### src/include/game_defines.svh
`ifndef GAME_DEFINES_SVH
`define GAME_DEFINES_SVH

// board is GRID_N x GRID_N cells
`define GRID_N 4

// cell exponent width, 0 means empty
`define TILE_W 4

// score counter width
`define SCORE_W 12

// spawner LFSR
`define LFSR_W 8
`define LFSR_SEED 8'hA5

`endif
### src/hdl/game_pkg.sv
`include "game_defines.svh"

package game_pkg;

    // one cell holds the exponent of a power of two
    typedef logic [`TILE_W-1:0] tile_t;

    // index 0 is the cell a left move packs toward
    typedef tile_t [`GRID_N-1:0] row_t;

    // row 0 is the top row
    typedef row_t [`GRID_N-1:0] board_t;

    // one-hot move direction
    typedef enum logic [`GRID_N-1:0] {
        DIR_NONE  = 0,
        DIR_LEFT  = 1,
        DIR_UP    = 2,
        DIR_DOWN  = 4,
        DIR_RIGHT = 8
    } dir_e;

    typedef enum logic [3:0] {
        ST_START,
        ST_SPAWN,
        ST_WAIT_MOVE,
        ST_ORIENT,
        ST_MERGE,
        ST_RESTORE,
        ST_CHECK,
        ST_WAIT_RELEASE,
        ST_WIN,
        ST_LOSE
    } game_state_e;

    typedef enum logic [1:0] {
        STATUS_ACTIVE = 2'd0,
        STATUS_WIN    = 2'd1,
        STATUS_LOSE   = 2'd2
    } game_status_e;

endpackage

### src/hdl/board_orient.sv
`timescale 1ns/1ps
`include "game_defines.svh"

module board_orient (
    input  game_pkg::dir_e   move_dir_q,
    input  game_pkg::board_t work_board,
    input  game_pkg::board_t merged_board,
    output game_pkg::board_t oriented,
    output game_pkg::board_t restored
);
    import game_pkg::*;

    localparam int N = `GRID_N;

    // every move becomes a move toward index 0
    always_comb begin
        for (int i = 0; i < N; i++) begin
            for (int j = 0; j < N; j++) begin
                case (move_dir_q)
                    DIR_RIGHT: oriented[i][j] = work_board[i][N-1-j];
                    // column i, top to bottom
                    DIR_UP:    oriented[i][j] = work_board[j][i];
                    // column i, bottom to top
                    DIR_DOWN:  oriented[i][j] = work_board[N-1-j][i];
                    default:   oriented[i][j] = work_board[i][j];
                endcase
            end
        end
    end

    // inverse mapping back to the board frame
    always_comb begin
        for (int i = 0; i < N; i++) begin
            for (int j = 0; j < N; j++) begin
                case (move_dir_q)
                    DIR_RIGHT: restored[i][j] = merged_board[i][N-1-j];
                    // transpose undoes itself
                    DIR_UP:    restored[i][j] = merged_board[j][i];
                    DIR_DOWN:  restored[i][j] = merged_board[j][N-1-i];
                    default:   restored[i][j] = merged_board[i][j];
                endcase
            end
        end
    end

endmodule

### src/hdl/board_status.sv
`timescale 1ns/1ps
`include "game_defines.svh"

module board_status (
    input  game_pkg::board_t board,
    input  game_pkg::tile_t  goal,
    output logic             goal_hit,
    output logic             no_moves
);
    import game_pkg::*;

    localparam int N = `GRID_N;

    logic full;
    logic pair_equal;

    always_comb begin
        goal_hit = 1'b0;
        full     = 1'b1;
        for (int i = 0; i < N; i++) begin
            for (int j = 0; j < N; j++) begin
                if (board[i][j] == goal) begin
                    goal_hit = 1'b1;
                end
                if (board[i][j] == '0) begin
                    full = 1'b0;
                end
            end
        end
    end

    // every horizontal and vertical neighbour pair
    always_comb begin
        pair_equal = 1'b0;
        for (int i = 0; i < N; i++) begin
            for (int j = 0; j < N-1; j++) begin
                if (board[i][j] == board[i][j+1]) begin
                    pair_equal = 1'b1;
                end
                if (board[j][i] == board[j+1][i]) begin
                    pair_equal = 1'b1;
                end
            end
        end
    end

    assign no_moves = full && !pair_equal;

endmodule

### src/hdl/game_2048_top.sv
`timescale 1ns/1ps
`include "game_defines.svh"

module game_2048_top (
    input  logic                      clk,
    input  logic                      reset,
    input  game_pkg::tile_t           goal,
    input  logic                      move_req,
    input  logic [`GRID_N-1:0]        move_dir,
    output game_pkg::board_t          board,
    output logic [`SCORE_W-1:0]       score,
    output game_pkg::game_status_e    status,
    output logic                      move_ack
);
    import game_pkg::*;

    localparam int POS_W = $clog2(`GRID_N);

    dir_e                move_dir_q;
    board_t              work_board;
    board_t              oriented;
    board_t              merged_board;
    board_t              restored;
    logic [1:0]          merge_count [`GRID_N];
    logic [`GRID_N-1:0]  row_changed;
    logic                board_changed;
    logic [3:0]          merge_total;
    logic                goal_hit;
    logic                no_moves;
    logic [POS_W-1:0]    spawn_row;
    logic [POS_W-1:0]    spawn_col;
    tile_t               spawn_value;

    game_fsm game_fsm_inst (
        .clk           (clk),
        .reset         (reset),
        .goal_hit      (goal_hit),
        .no_moves      (no_moves),
        .move_req      (move_req),
        .move_dir      (move_dir),
        .oriented      (oriented),
        .merged_board  (merged_board),
        .restored      (restored),
        .board_changed (board_changed),
        .merge_total   (merge_total),
        .spawn_row     (spawn_row),
        .spawn_col     (spawn_col),
        .spawn_value   (spawn_value),
        .move_dir_q    (move_dir_q),
        .work_board    (work_board),
        .board         (board),
        .score         (score),
        .status        (status),
        .move_ack      (move_ack)
    );

    board_orient board_orient_inst (
        .move_dir_q   (move_dir_q),
        .work_board   (work_board),
        .merged_board (merged_board),
        .oriented     (oriented),
        .restored     (restored)
    );

    // one merger per working row
    for (genvar r = 0; r < `GRID_N; r++) begin : gen_rows
        row_merge row_merge_inst (
            .row_in      (oriented[r]),
            .merged_row  (merged_board[r]),
            .merge_count (merge_count[r]),
            .row_changed (row_changed[r])
        );
    end

    assign board_changed = |row_changed;

    always_comb begin
        merge_total = '0;
        for (int r = 0; r < `GRID_N; r++) begin
            merge_total = merge_total + 4'(merge_count[r]);
        end
    end

    board_status board_status_inst (
        .board    (board),
        .goal     (goal),
        .goal_hit (goal_hit),
        .no_moves (no_moves)
    );

    tile_spawner tile_spawner_inst (
        .clk         (clk),
        .reset       (reset),
        .board       (board),
        .spawn_row   (spawn_row),
        .spawn_col   (spawn_col),
        .spawn_value (spawn_value)
    );

endmodule

### src/hdl/game_fsm.sv
`timescale 1ns/1ps
`include "game_defines.svh"

module game_fsm (
    input  logic                          clk,
    input  logic                          reset,
    input  logic                          goal_hit,
    input  logic                          no_moves,
    input  logic                          move_req,
    input  logic [`GRID_N-1:0]            move_dir,
    input  game_pkg::board_t              oriented,
    input  game_pkg::board_t              merged_board,
    input  game_pkg::board_t              restored,
    input  logic                          board_changed,
    input  logic [3:0]                    merge_total,
    input  logic [$clog2(`GRID_N)-1:0]    spawn_row,
    input  logic [$clog2(`GRID_N)-1:0]    spawn_col,
    input  game_pkg::tile_t               spawn_value,
    output game_pkg::dir_e                move_dir_q,
    output game_pkg::board_t              work_board,
    output game_pkg::board_t              board,
    output logic [`SCORE_W-1:0]           score,
    output game_pkg::game_status_e        status,
    output logic                          move_ack
);
    import game_pkg::*;

    game_state_e         state;
    logic                dir_legal;
    logic                changed_q;
    logic [3:0]          merges_q;
    logic [`SCORE_W:0]   score_sum;
    logic [`SCORE_W-1:0] score_next;

    // only a single set bit is a real move
    always_comb begin
        case (move_dir)
            DIR_LEFT, DIR_UP, DIR_DOWN, DIR_RIGHT: dir_legal = 1'b1;
            default: dir_legal = 1'b0;
        endcase
    end

    // saturating score update
    assign score_sum  = {1'b0, score} + (`SCORE_W+1)'(merges_q);
    assign score_next = score_sum[`SCORE_W] ? '1 : score_sum[`SCORE_W-1:0];

    always_ff @(posedge clk) begin
        if (reset) begin
            state      <= ST_START;
            score      <= '0;
            status     <= STATUS_ACTIVE;
            move_ack   <= 1'b0;
            move_dir_q <= DIR_NONE;
        end else begin
            case (state)
                ST_START: begin
                    score <= '0;
                    state <= ST_SPAWN;
                end
                ST_SPAWN: begin
                    state <= ST_CHECK;
                end
                ST_WAIT_MOVE: begin
                    if (move_req) begin
                        if (dir_legal) begin
                            move_dir_q <= dir_e'(move_dir);
                            state      <= ST_ORIENT;
                        end else begin
                            // bad direction is acknowledged with no change
                            move_ack <= 1'b1;
                            state    <= ST_WAIT_RELEASE;
                        end
                    end
                end
                ST_ORIENT: begin
                    state <= ST_MERGE;
                end
                ST_MERGE: begin
                    state <= ST_RESTORE;
                end
                ST_RESTORE: begin
                    score <= score_next;
                    state <= changed_q ? ST_SPAWN : ST_CHECK;
                end
                ST_CHECK: begin
                    // no ack for the spawn after reset
                    move_ack <= move_req;
                    if (goal_hit) begin
                        status <= STATUS_WIN;
                        state  <= ST_WIN;
                    end else if (no_moves) begin
                        status <= STATUS_LOSE;
                        state  <= ST_LOSE;
                    end else begin
                        status <= STATUS_ACTIVE;
                        state  <= move_req ? ST_WAIT_RELEASE : ST_WAIT_MOVE;
                    end
                end
                ST_WAIT_RELEASE: begin
                    if (!move_req) begin
                        move_ack <= 1'b0;
                        state    <= ST_WAIT_MOVE;
                    end
                end
                ST_WIN, ST_LOSE: begin
                    // requests after game over are only acknowledged
                    move_ack <= move_req;
                end
                default: begin
                    state <= ST_START;
                end
            endcase
        end
    end

    // board and working copy
    always_ff @(posedge clk) begin
        case (state)
            ST_START: begin
                board <= '0;
            end
            ST_SPAWN: begin
                board[spawn_row][spawn_col] <= spawn_value;
            end
            ST_WAIT_MOVE: begin
                work_board <= board;
            end
            ST_ORIENT: begin
                changed_q <= board_changed;
                merges_q  <= merge_total;
            end
            ST_MERGE: begin
                // merged rows turned back into the board frame
                work_board <= restored;
            end
            ST_RESTORE: begin
                board <= work_board;
            end
            default: begin
            end
        endcase
    end

    // ack rises only in answer to a request
    assert property (@(posedge clk) disable iff (reset)
        !move_req && !move_ack |=> !move_ack);

    // game over is final until reset
    assert property (@(posedge clk) disable iff (reset)
        status != STATUS_ACTIVE |=> $stable(status));

endmodule

### src/hdl/row_merge.sv
`timescale 1ns/1ps
`include "game_defines.svh"

module row_merge (
    input  game_pkg::row_t row_in,
    output game_pkg::row_t merged_row,
    output logic [1:0]     merge_count,
    output logic           row_changed
);
    import game_pkg::*;

    localparam int N = `GRID_N;

    // one extra empty slot so the last cell has a neighbour
    tile_t packed_cells [N+1];

    // slide nonzero cells toward index 0
    always_comb begin
        int k;
        k = 0;
        for (int i = 0; i <= N; i++) begin
            packed_cells[i] = '0;
        end
        for (int i = 0; i < N; i++) begin
            if (row_in[i] != '0) begin
                packed_cells[k] = row_in[i];
                k = k + 1;
            end
        end
    end

    // merge equal neighbours once, scanning from index 0
    always_comb begin
        int  o;
        logic skip;
        o           = 0;
        skip        = 1'b0;
        merged_row  = '0;
        merge_count = '0;
        for (int i = 0; i < N; i++) begin
            if (skip) begin
                skip = 1'b0;
            end else if (packed_cells[i] != '0) begin
                if (packed_cells[i] == packed_cells[i+1]) begin
                    merged_row[o] = packed_cells[i] + 1'b1;
                    merge_count   = merge_count + 2'd1;
                    skip          = 1'b1;
                end else begin
                    merged_row[o] = packed_cells[i];
                end
                o = o + 1;
            end
        end
    end

    assign row_changed = (merged_row != row_in);

endmodule

### src/hdl/tile_spawner.sv
`timescale 1ns/1ps
`include "game_defines.svh"

module tile_spawner (
    input  logic                          clk,
    input  logic                          reset,
    input  game_pkg::board_t              board,
    output logic [$clog2(`GRID_N)-1:0]    spawn_row,
    output logic [$clog2(`GRID_N)-1:0]    spawn_col,
    output game_pkg::tile_t               spawn_value
);
    import game_pkg::*;

    localparam int N     = `GRID_N;
    localparam int POS_W = $clog2(`GRID_N);

    logic [`LFSR_W-1:0] lfsr;
    logic [POS_W-1:0]   cand_row;
    logic               found;
    logic               full;

    // x^8 + x^6 + x^5 + x^4 + 1, maximal length
    always_ff @(posedge clk) begin
        if (reset) begin
            lfsr <= `LFSR_SEED;
        end else begin
            lfsr <= {lfsr[`LFSR_W-2:0], lfsr[7] ^ lfsr[5] ^ lfsr[4] ^ lfsr[3]};
        end
    end

    assign spawn_value = lfsr[2] ? tile_t'(2) : tile_t'(1);

    // scan rows from the random start row, wrapping around
    always_comb begin
        found     = 1'b0;
        cand_row  = lfsr[POS_W-1:0];
        spawn_row = lfsr[POS_W-1:0];
        spawn_col = '0;
        for (int k = 0; k < N; k++) begin
            if (!found) begin
                cand_row = POS_W'(lfsr[POS_W-1:0] + k);
                // downward scan leaves the lowest empty column
                for (int c = N-1; c >= 0; c--) begin
                    if (board[cand_row][c] == '0) begin
                        found     = 1'b1;
                        spawn_row = cand_row;
                        spawn_col = POS_W'(c);
                    end
                end
            end
        end
    end

    always_comb begin
        full = 1'b1;
        for (int i = 0; i < N; i++) begin
            for (int j = 0; j < N; j++) begin
                if (board[i][j] == '0) begin
                    full = 1'b0;
                end
            end
        end
    end

    // new tile never lands on an occupied cell
    assert property (@(posedge clk) disable iff (reset)
        !full |-> board[spawn_row][spawn_col] == '0);

endmodule

### config.mk
export PLATFORM = sky130hd
export DESIGN_NAME = game_2048_top
export DESIGN_NICKNAME = d
export VERILOG_FILES = /design/src/hdl/game_pkg.sv /design/src/hdl/board_orient.sv /design/src/hdl/board_status.sv /design/src/hdl/game_2048_top.sv /design/src/hdl/game_fsm.sv /design/src/hdl/row_merge.sv /design/src/hdl/tile_spawner.sv
export VERILOG_INCLUDE_DIRS = /design/src /design/src/include
export SDC_FILE = /design/constraint.sdc
export NUM_CORES = 1
export LEC_CHECK = 0
export BUFFER_PORTS_ARGS = -buffer_cell sky130_fd_sc_hd__clkbuf_2
export CAP_MARGIN = 20
export CORE_ASPECT_RATIO = 1.2
export CORE_MARGIN = 3
export CORE_UTILIZATION = 53
export DETAILED_ROUTE_END_ITERATION = 7
export GPL_TIMING_DRIVEN = 0
export MAX_ROUTING_LAYER = met4
export PLACE_DENSITY_LB_ADDON = 0.1
export RECOVER_POWER = 50
export SKIP_CTS_REPAIR_TIMING = 1
export SYNTH_ARGS = -nofsm -noshare
export SYNTH_HDL_FRONTEND = slang
export SYNTH_SLANG_ARGS = --single-unit
### constraint.sdc
create_clock -name clk -period 18.3 [get_ports clk]
set_clock_uncertainty 0.05 [all_clocks]
set_input_delay 2.745 -clock clk [delete_from_list [all_inputs] [get_ports clk]]
set_output_delay 2.745 -clock clk [all_outputs]
set_load 0.01 [all_outputs]
**Word level (Yosys, flattened, before mapping)**

Cells that the tools add are included.

- Add/sub/neg operators: 51
- $lt $le $gt $ge: 56
- Equality and inequality tests: 79
- Muxes and demuxes: 421
- Bitwise gates (word level): 16
- Reductions and logical operators: 105

Operator list:

| operator | count |
|---|---|
| $mux W32 | 24 |
| $mux W16 | 41 |
| $bwmux W16 | 24 |
| $ge A32 B4 Y1 const B | 12 |
| $lt A32 B1 Y1 const B | 12 |
| $add A32 B2 Y32 const B | 8 |
| $ge A32 B1 Y1 const B | 8 |
| $lt A32 B4 Y1 const B | 8 |
| $not A32 Y32 | 8 |
| $bwmux W20 | 12 |
| $mux W20 | 12 |
| $pmux W4 S3 | 20 |
| $eq A4 B4 Y1 | 56 |
| $pmux W64 S3 | 1 |
| $mux W4 | 45 |
| $mux W2 | 77 |
| $demux W4 S3 | 12 |
| $logic_not A4 Y1 | 33 |
| $bmux W16 S2 | 4 |
| $not A1 Y32 | 4 |
| $pmux W64 S2 | 1 |
| $reduce_bool A4 Y1 | 32 |
| $mux W1 | 118 |
| $demux W4 S2 | 13 |
| other kinds (37) | 143 |

- Register bits: 164
- Input bits: 11
- Output and inout bits: 79
- Word-level logic and storage cells: 768

**Depth between registers and ports, before layout**

- Word-level depth: 36
- Gate-level depth with buffers: 35

**Cells and area by module**

Synthesis repeated with hierarchy kept, for this count alone.

- Cell total of the unflattened synthesis: 2953
- Area total of the unflattened synthesis: 24378.4 um^2

Modules (own cells, without submodules):

| module | times used | cells an instance | area an instance (um^2) | seq. area each (um^2) |
|---|---|---|---|---|
| row_merge (gen_rows[1].row_merge_inst ...) | 3 | 363 | 2621.3 | 0.0 |
| game_fsm | 1 | 618 | 7591.0 | 4454.3 |
| board_orient | 1 | 542 | 3514.6 | 0.0 |
| board_status | 1 | 290 | 2172.1 | 0.0 |
| row_merge (gen_rows[0].row_merge_inst) | 1 | 292 | 2077.0 | 0.0 |
| tile_spawner | 1 | 115 | 1047.3 | 160.2 |
| game_2048_top | 1 | 7 | 112.6 | 0.0 |

**Worst setup path after synthesis**

OpenSTA, ideal clock, no wires.

- Path kind: register to register
- From: register game_fsm_inst.move_dir_q[3]
- To: register game_fsm_inst.changed_q (data pin)
- Library setup time: 0.272 ns
- Arrival: 7.570 ns
- Data required time: 17.978 ns
- Slack: 10.408 ns
- Stages on the path, launching flop included: 33
- Buffers on the path: 7
- Cell sequence: dfxtp_1 -> buf_6 -> buf_6 -> buf_6 -> buf_6 -> nand3b_1 -> nand2_1 -> a221o_1 -> buf_2 -> nor4_1 -> fa_1 -> clkbuf_1 -> o311ai_1 -> nor2_1 -> a311o_1 -> inv_2 -> ha_1 -> nand3_1 -> nor3_1 -> inv_1 -> ha_1 -> clkbuf_1 -> nand2b_1 -> ha_1 -> nor4_1 -> nor4b_4 -> o31ai_2 -> mux2_2 -> a221o_1 -> a221oi_2 -> and4_1 -> nand4_1 -> or4_1

- Word-level cells in the longest chain between the ends: 36
- Elaborated cells on any way between the ends: 397
- Those cells by class: add/sub: 32; order compare: 48; eq/ne: 23; mux: 224; bitwise: 12; reduce/logical: 58

Ends and longest elaborated chain:

| element | line | RTL |
|---|---|---|
| from (decl) | game_fsm.sv:19 | `output game_pkg::dir_e move_dir_q,` |
| from (signal assigned) | game_fsm.sv:66 | `move_dir_q <= dir_e'(move_dir);` |
| branches (longest 35 deep; another with $add A32 B2 Y32) | -- |  |
| $reduce_or A4 Y1 * | game_2048_top.sv:75 | `assign board_changed = \|row_changed;` |
| via board_changed | game_2048_top.sv:26 | `logic board_changed;` |
| to (signal assigned) | game_fsm.sv:129 | `changed_q <= board_changed;` |
| to (decl) | game_fsm.sv:30 | `logic changed_q;` |

Mark *: on every way through the listed nets, which the timed path passes.
A chain may end at the register's enable or synchronous reset.

**Final worst setup path**

- From: register game_fsm_inst.move_dir_q[2]
- To: register game_fsm_inst.changed_q (data pin)

Same word-level chain as after synthesis.

==> run summary <==
The flow ran to the end, but the final reports show violations. The checks that failed: design-rule violations, max-capacitance violations, max-slew violations. For the total clock buffers created by CTS, the log shows 17. The die extent in x is 198 um. Summing all multi-input logic gate instances after layout gives 0.0174 mm^2.

Warning count from the yosys run: 0. The register bit count reported by yosys was 164. The logs give 4 for the number of H-tree branching levels and 4 for the max-cap violation count. Derived from the worst setup path, the maximum achievable clock frequency is 91.9 MHz.

TritonCTS built the clock tree. At the worst endpoint, the required time is 18.38 ns. At the end of the flow, the number of nets in the layout was 3,204. Number of global-route vias before repair: 25,300. The maximum single-stage delay on the critical path came out at 0.73 ns. The number of sinks handled by clock tree synthesis came out at 164. The minimum period implied by the final worst setup slack works out to 10.89 ns.

The clock root buffer master was clkbuf_16. The logs give 164,000 um for the first-pass GRT wire length and 4,134 for the fill cell total of the finished layout. Largest net degree at the start of global routing: 41.

A synthesized cell averages 7.85 um^2. During I/O placement, the number of pins put on the boundary was 90. The initial DRC count came out at 4,478. The area of the mapped netlist was 0.0236 mm^2; the sum of buffers and inverters on the critical path was 6.

The clock transition at the register clock pins on the worst setup and hold paths after CTS was 0.07 ns. The top cell type by total area after synthesis was edfxtp_1. After technology mapping, the gate count stands at 3,001. Setup repair after global routing left no endpoint under its margin. The maximum buffer depth of the clock tree was 2. Floorplan die height: 237 um. Once placement completed, the tool counted placed cells totaling 3,652. For this run, the leading register cell type out of synthesis is edfxtp_1. Detailed placement ended at an HPWL of 89,000 um. The logs give 3,689 for the number of cells in the finished layout apart from fillers and 19.6% for the sequential area share after synthesis. The post-route fraction of the period consumed by the critical path came out at 59.5%. The kind of end point of the critical path is a flop. In the final routed layout, each cell accounts on average for 30.4 um. The slew at the pin closest to its max-slew limit is 2.36 ns, and the area growth from synthesis to final layout is 7.49%. The total grt overflow was 0. Yosys mapped a number of flops with a built-in enable equal to 133. The standard-cell row count came out at 84.

Sort of element at the start of the critical path: a flop. Cell family contributing the most delay on the critical path: simple AND/OR/NAND/NOR gates. Detailed-routing iteration count for the pre-antenna-repair pass: 8. For the number of antenna violations at the first check in global routing, the log shows 5. The tools report the area taken by flip-flops and latches as 0.00461 mm^2. The maximum fanout encountered on the critical timing path came out at 10. After routing, the total negative slack on setup checks comes to 0 ns.

By count the netlist is led by 261 x nand2_1, 222 x nor2_1, 192 x xnor2_1. The floorplan step defined a die boundary enclosing 0.0470 mm^2. The run gives 0 as the total of endpoints with negative setup slack in the final report. The setup path with the least slack is of type reg2reg. The congestion estimate from routability-driven global placement came to 1.13.

The total of buffers placed on input and output ports came out at 85. The tools report the internal reg-to-reg setup slack as 7.41 ns. For the global router's overall resource usage, the log shows 47.2%. The run gives 0 as the count of endpoints failing hold in the final timing report.

Cell with the largest stage delay on the worst path: mux2i_1. The tools report the total DRC errors in the routed layout as 1. For the number of different library cells in the post-synthesis netlist, the log shows 128.

The synthesized design devotes to its leading area cell type 17.0% of total area. The path type of the worst min-delay path is reg2reg. For the effective utilization at floorplan, the log shows 53.8%.

The tools report the placeable core area as 0.0438 mm^2. In the post-synthesis netlist, the biggest area contributors are edfxtp_1 17%, xnor2_1 7.1%, nand2_1 4.2%. The critical path data arrival time came out at 10.96 ns.

The routed layout has 27,400 vias. Counting flops with an async set or reset pin after synthesis yields a share of 0%. The count of nets left with antenna violations once routing finished came out at 0. The number of nets in the synthesized netlist is 3,091. The final layout contains routed wiring with a total length of 112,000 um.

The detailed-route vias per instance was 7.44; the worst slew margin relative to its limit was -57.1%. The fraction of final layout cells with drive strength greater than 1 is 10.5%. Yosys instantiated no cell more often than nand2_1.

For the number of pins with negative max-slew slack in the final report, the log shows 121. For the worst-skew pair, the clock arrives at the later sink with an insertion delay of 0.46 ns.
registers in the layout, summed over array words and instances, names as in the netlist:
name,cells
game_fsm_inst.board,64
game_fsm_inst.work_board,64
game_fsm_inst.score,12
tile_spawner_inst.lfsr,8
game_fsm_inst.merges_q,4
game_fsm_inst.move_dir_q,4
game_fsm_inst.state,4
game_fsm_inst.status,2
game_fsm_inst.changed_q,1
game_fsm_inst.move_ack,1
worst paths after layout:
path              cells after the start                   startpoint                         to
setup / recovery                     28  game_fsm_inst.move_dir_q[2]    game_fsm_inst.changed_q
hold reg to reg                       1    tile_spawner_inst.lfsr[6]  tile_spawner_inst.lfsr[7]
hold / removal                        1    tile_spawner_inst.lfsr[6]  tile_spawner_inst.lfsr[7]
setup reg to reg                     28  game_fsm_inst.move_dir_q[2]    game_fsm_inst.changed_q
cells in the final DEF (no fill, tap or decap), types with 31 or more instances in the layout:
cell type  synthesis  routed
inv_1            114     114
xor2_1            98      98
nor2_1           222     222
xnor2_1          192     192
nor4bb_1          32      32
nor3_1            59      59
a211oi_1          36      36
mux2i_1           69      69
o22ai_1           67      67
buf_2             36      38
ha_1              70      70
a21oi_1          175     175
o21ai_0          144     144
nand2_1          261     261
clkbuf_1         167     183
clkbuf_2           0      74
dfxtp_1           31      31
nand3_1           55      55
a31oi_1           68      68
nand4_1           65      65
a22oi_1           33      33
edfxtp_1         133     133
nor4_1            66      66
a22o_1            44      44
per-layer routing:
metal | GRT usage [%] | up-vias | wire length, um
li1 | - | 11700 | -
met3 | 9.15 | 615 | 13300
met2 | 70.5 | 2192 | 48200
met4 | 33.1 | 0 | 10500
met1 | 57.0 | 12900 | 40300
met5 | - | - | 0
area by class of cell:
class                      instances  share of cell area [%]
antenna                            3                  0.0296
buffer                           244                    4.47
clock buffer                      22                    2.05
clock inverter                    10                   0.321
inverter                         118                    1.75
multi-input combinational       2475                    68.6
sequential                       164                    18.2
tap                              559                    2.76
timing repair buffer              94                    1.81
kinds of logic (layout without fill, tap and decap cells):
group	Yosys count	in the layout	share of synthesized area (%)
mux	101	101	4.48
flops	164	164	19.6
fa+ha+maj	79	79	4.48
buf+inv	362	488	6.68
other cells	0	3	0
xor+xnor	292	292	10.9
simple gates	1003	1003	22.5
compound gates	1000	1000	31.3
stage by stage:
step                      instance area [um^2]  hold WS [ns]  worst slack [ns]  utilization (%)
after global routing                     25300         0.392              7.18             57.8
after floorplan                          23600         0.339             10.41                -
final                                    25300         0.372              7.41             57.8
after CTS                                25400         0.380              7.84             57.9
after detailed placement                 24800         0.360              7.87             56.5
after global placement                   24700         0.350              8.03             56.3
Power is left out: the tool's default activity adds up to more than one toggle a clock period on the data nets, which glitch-free logic cannot reach.
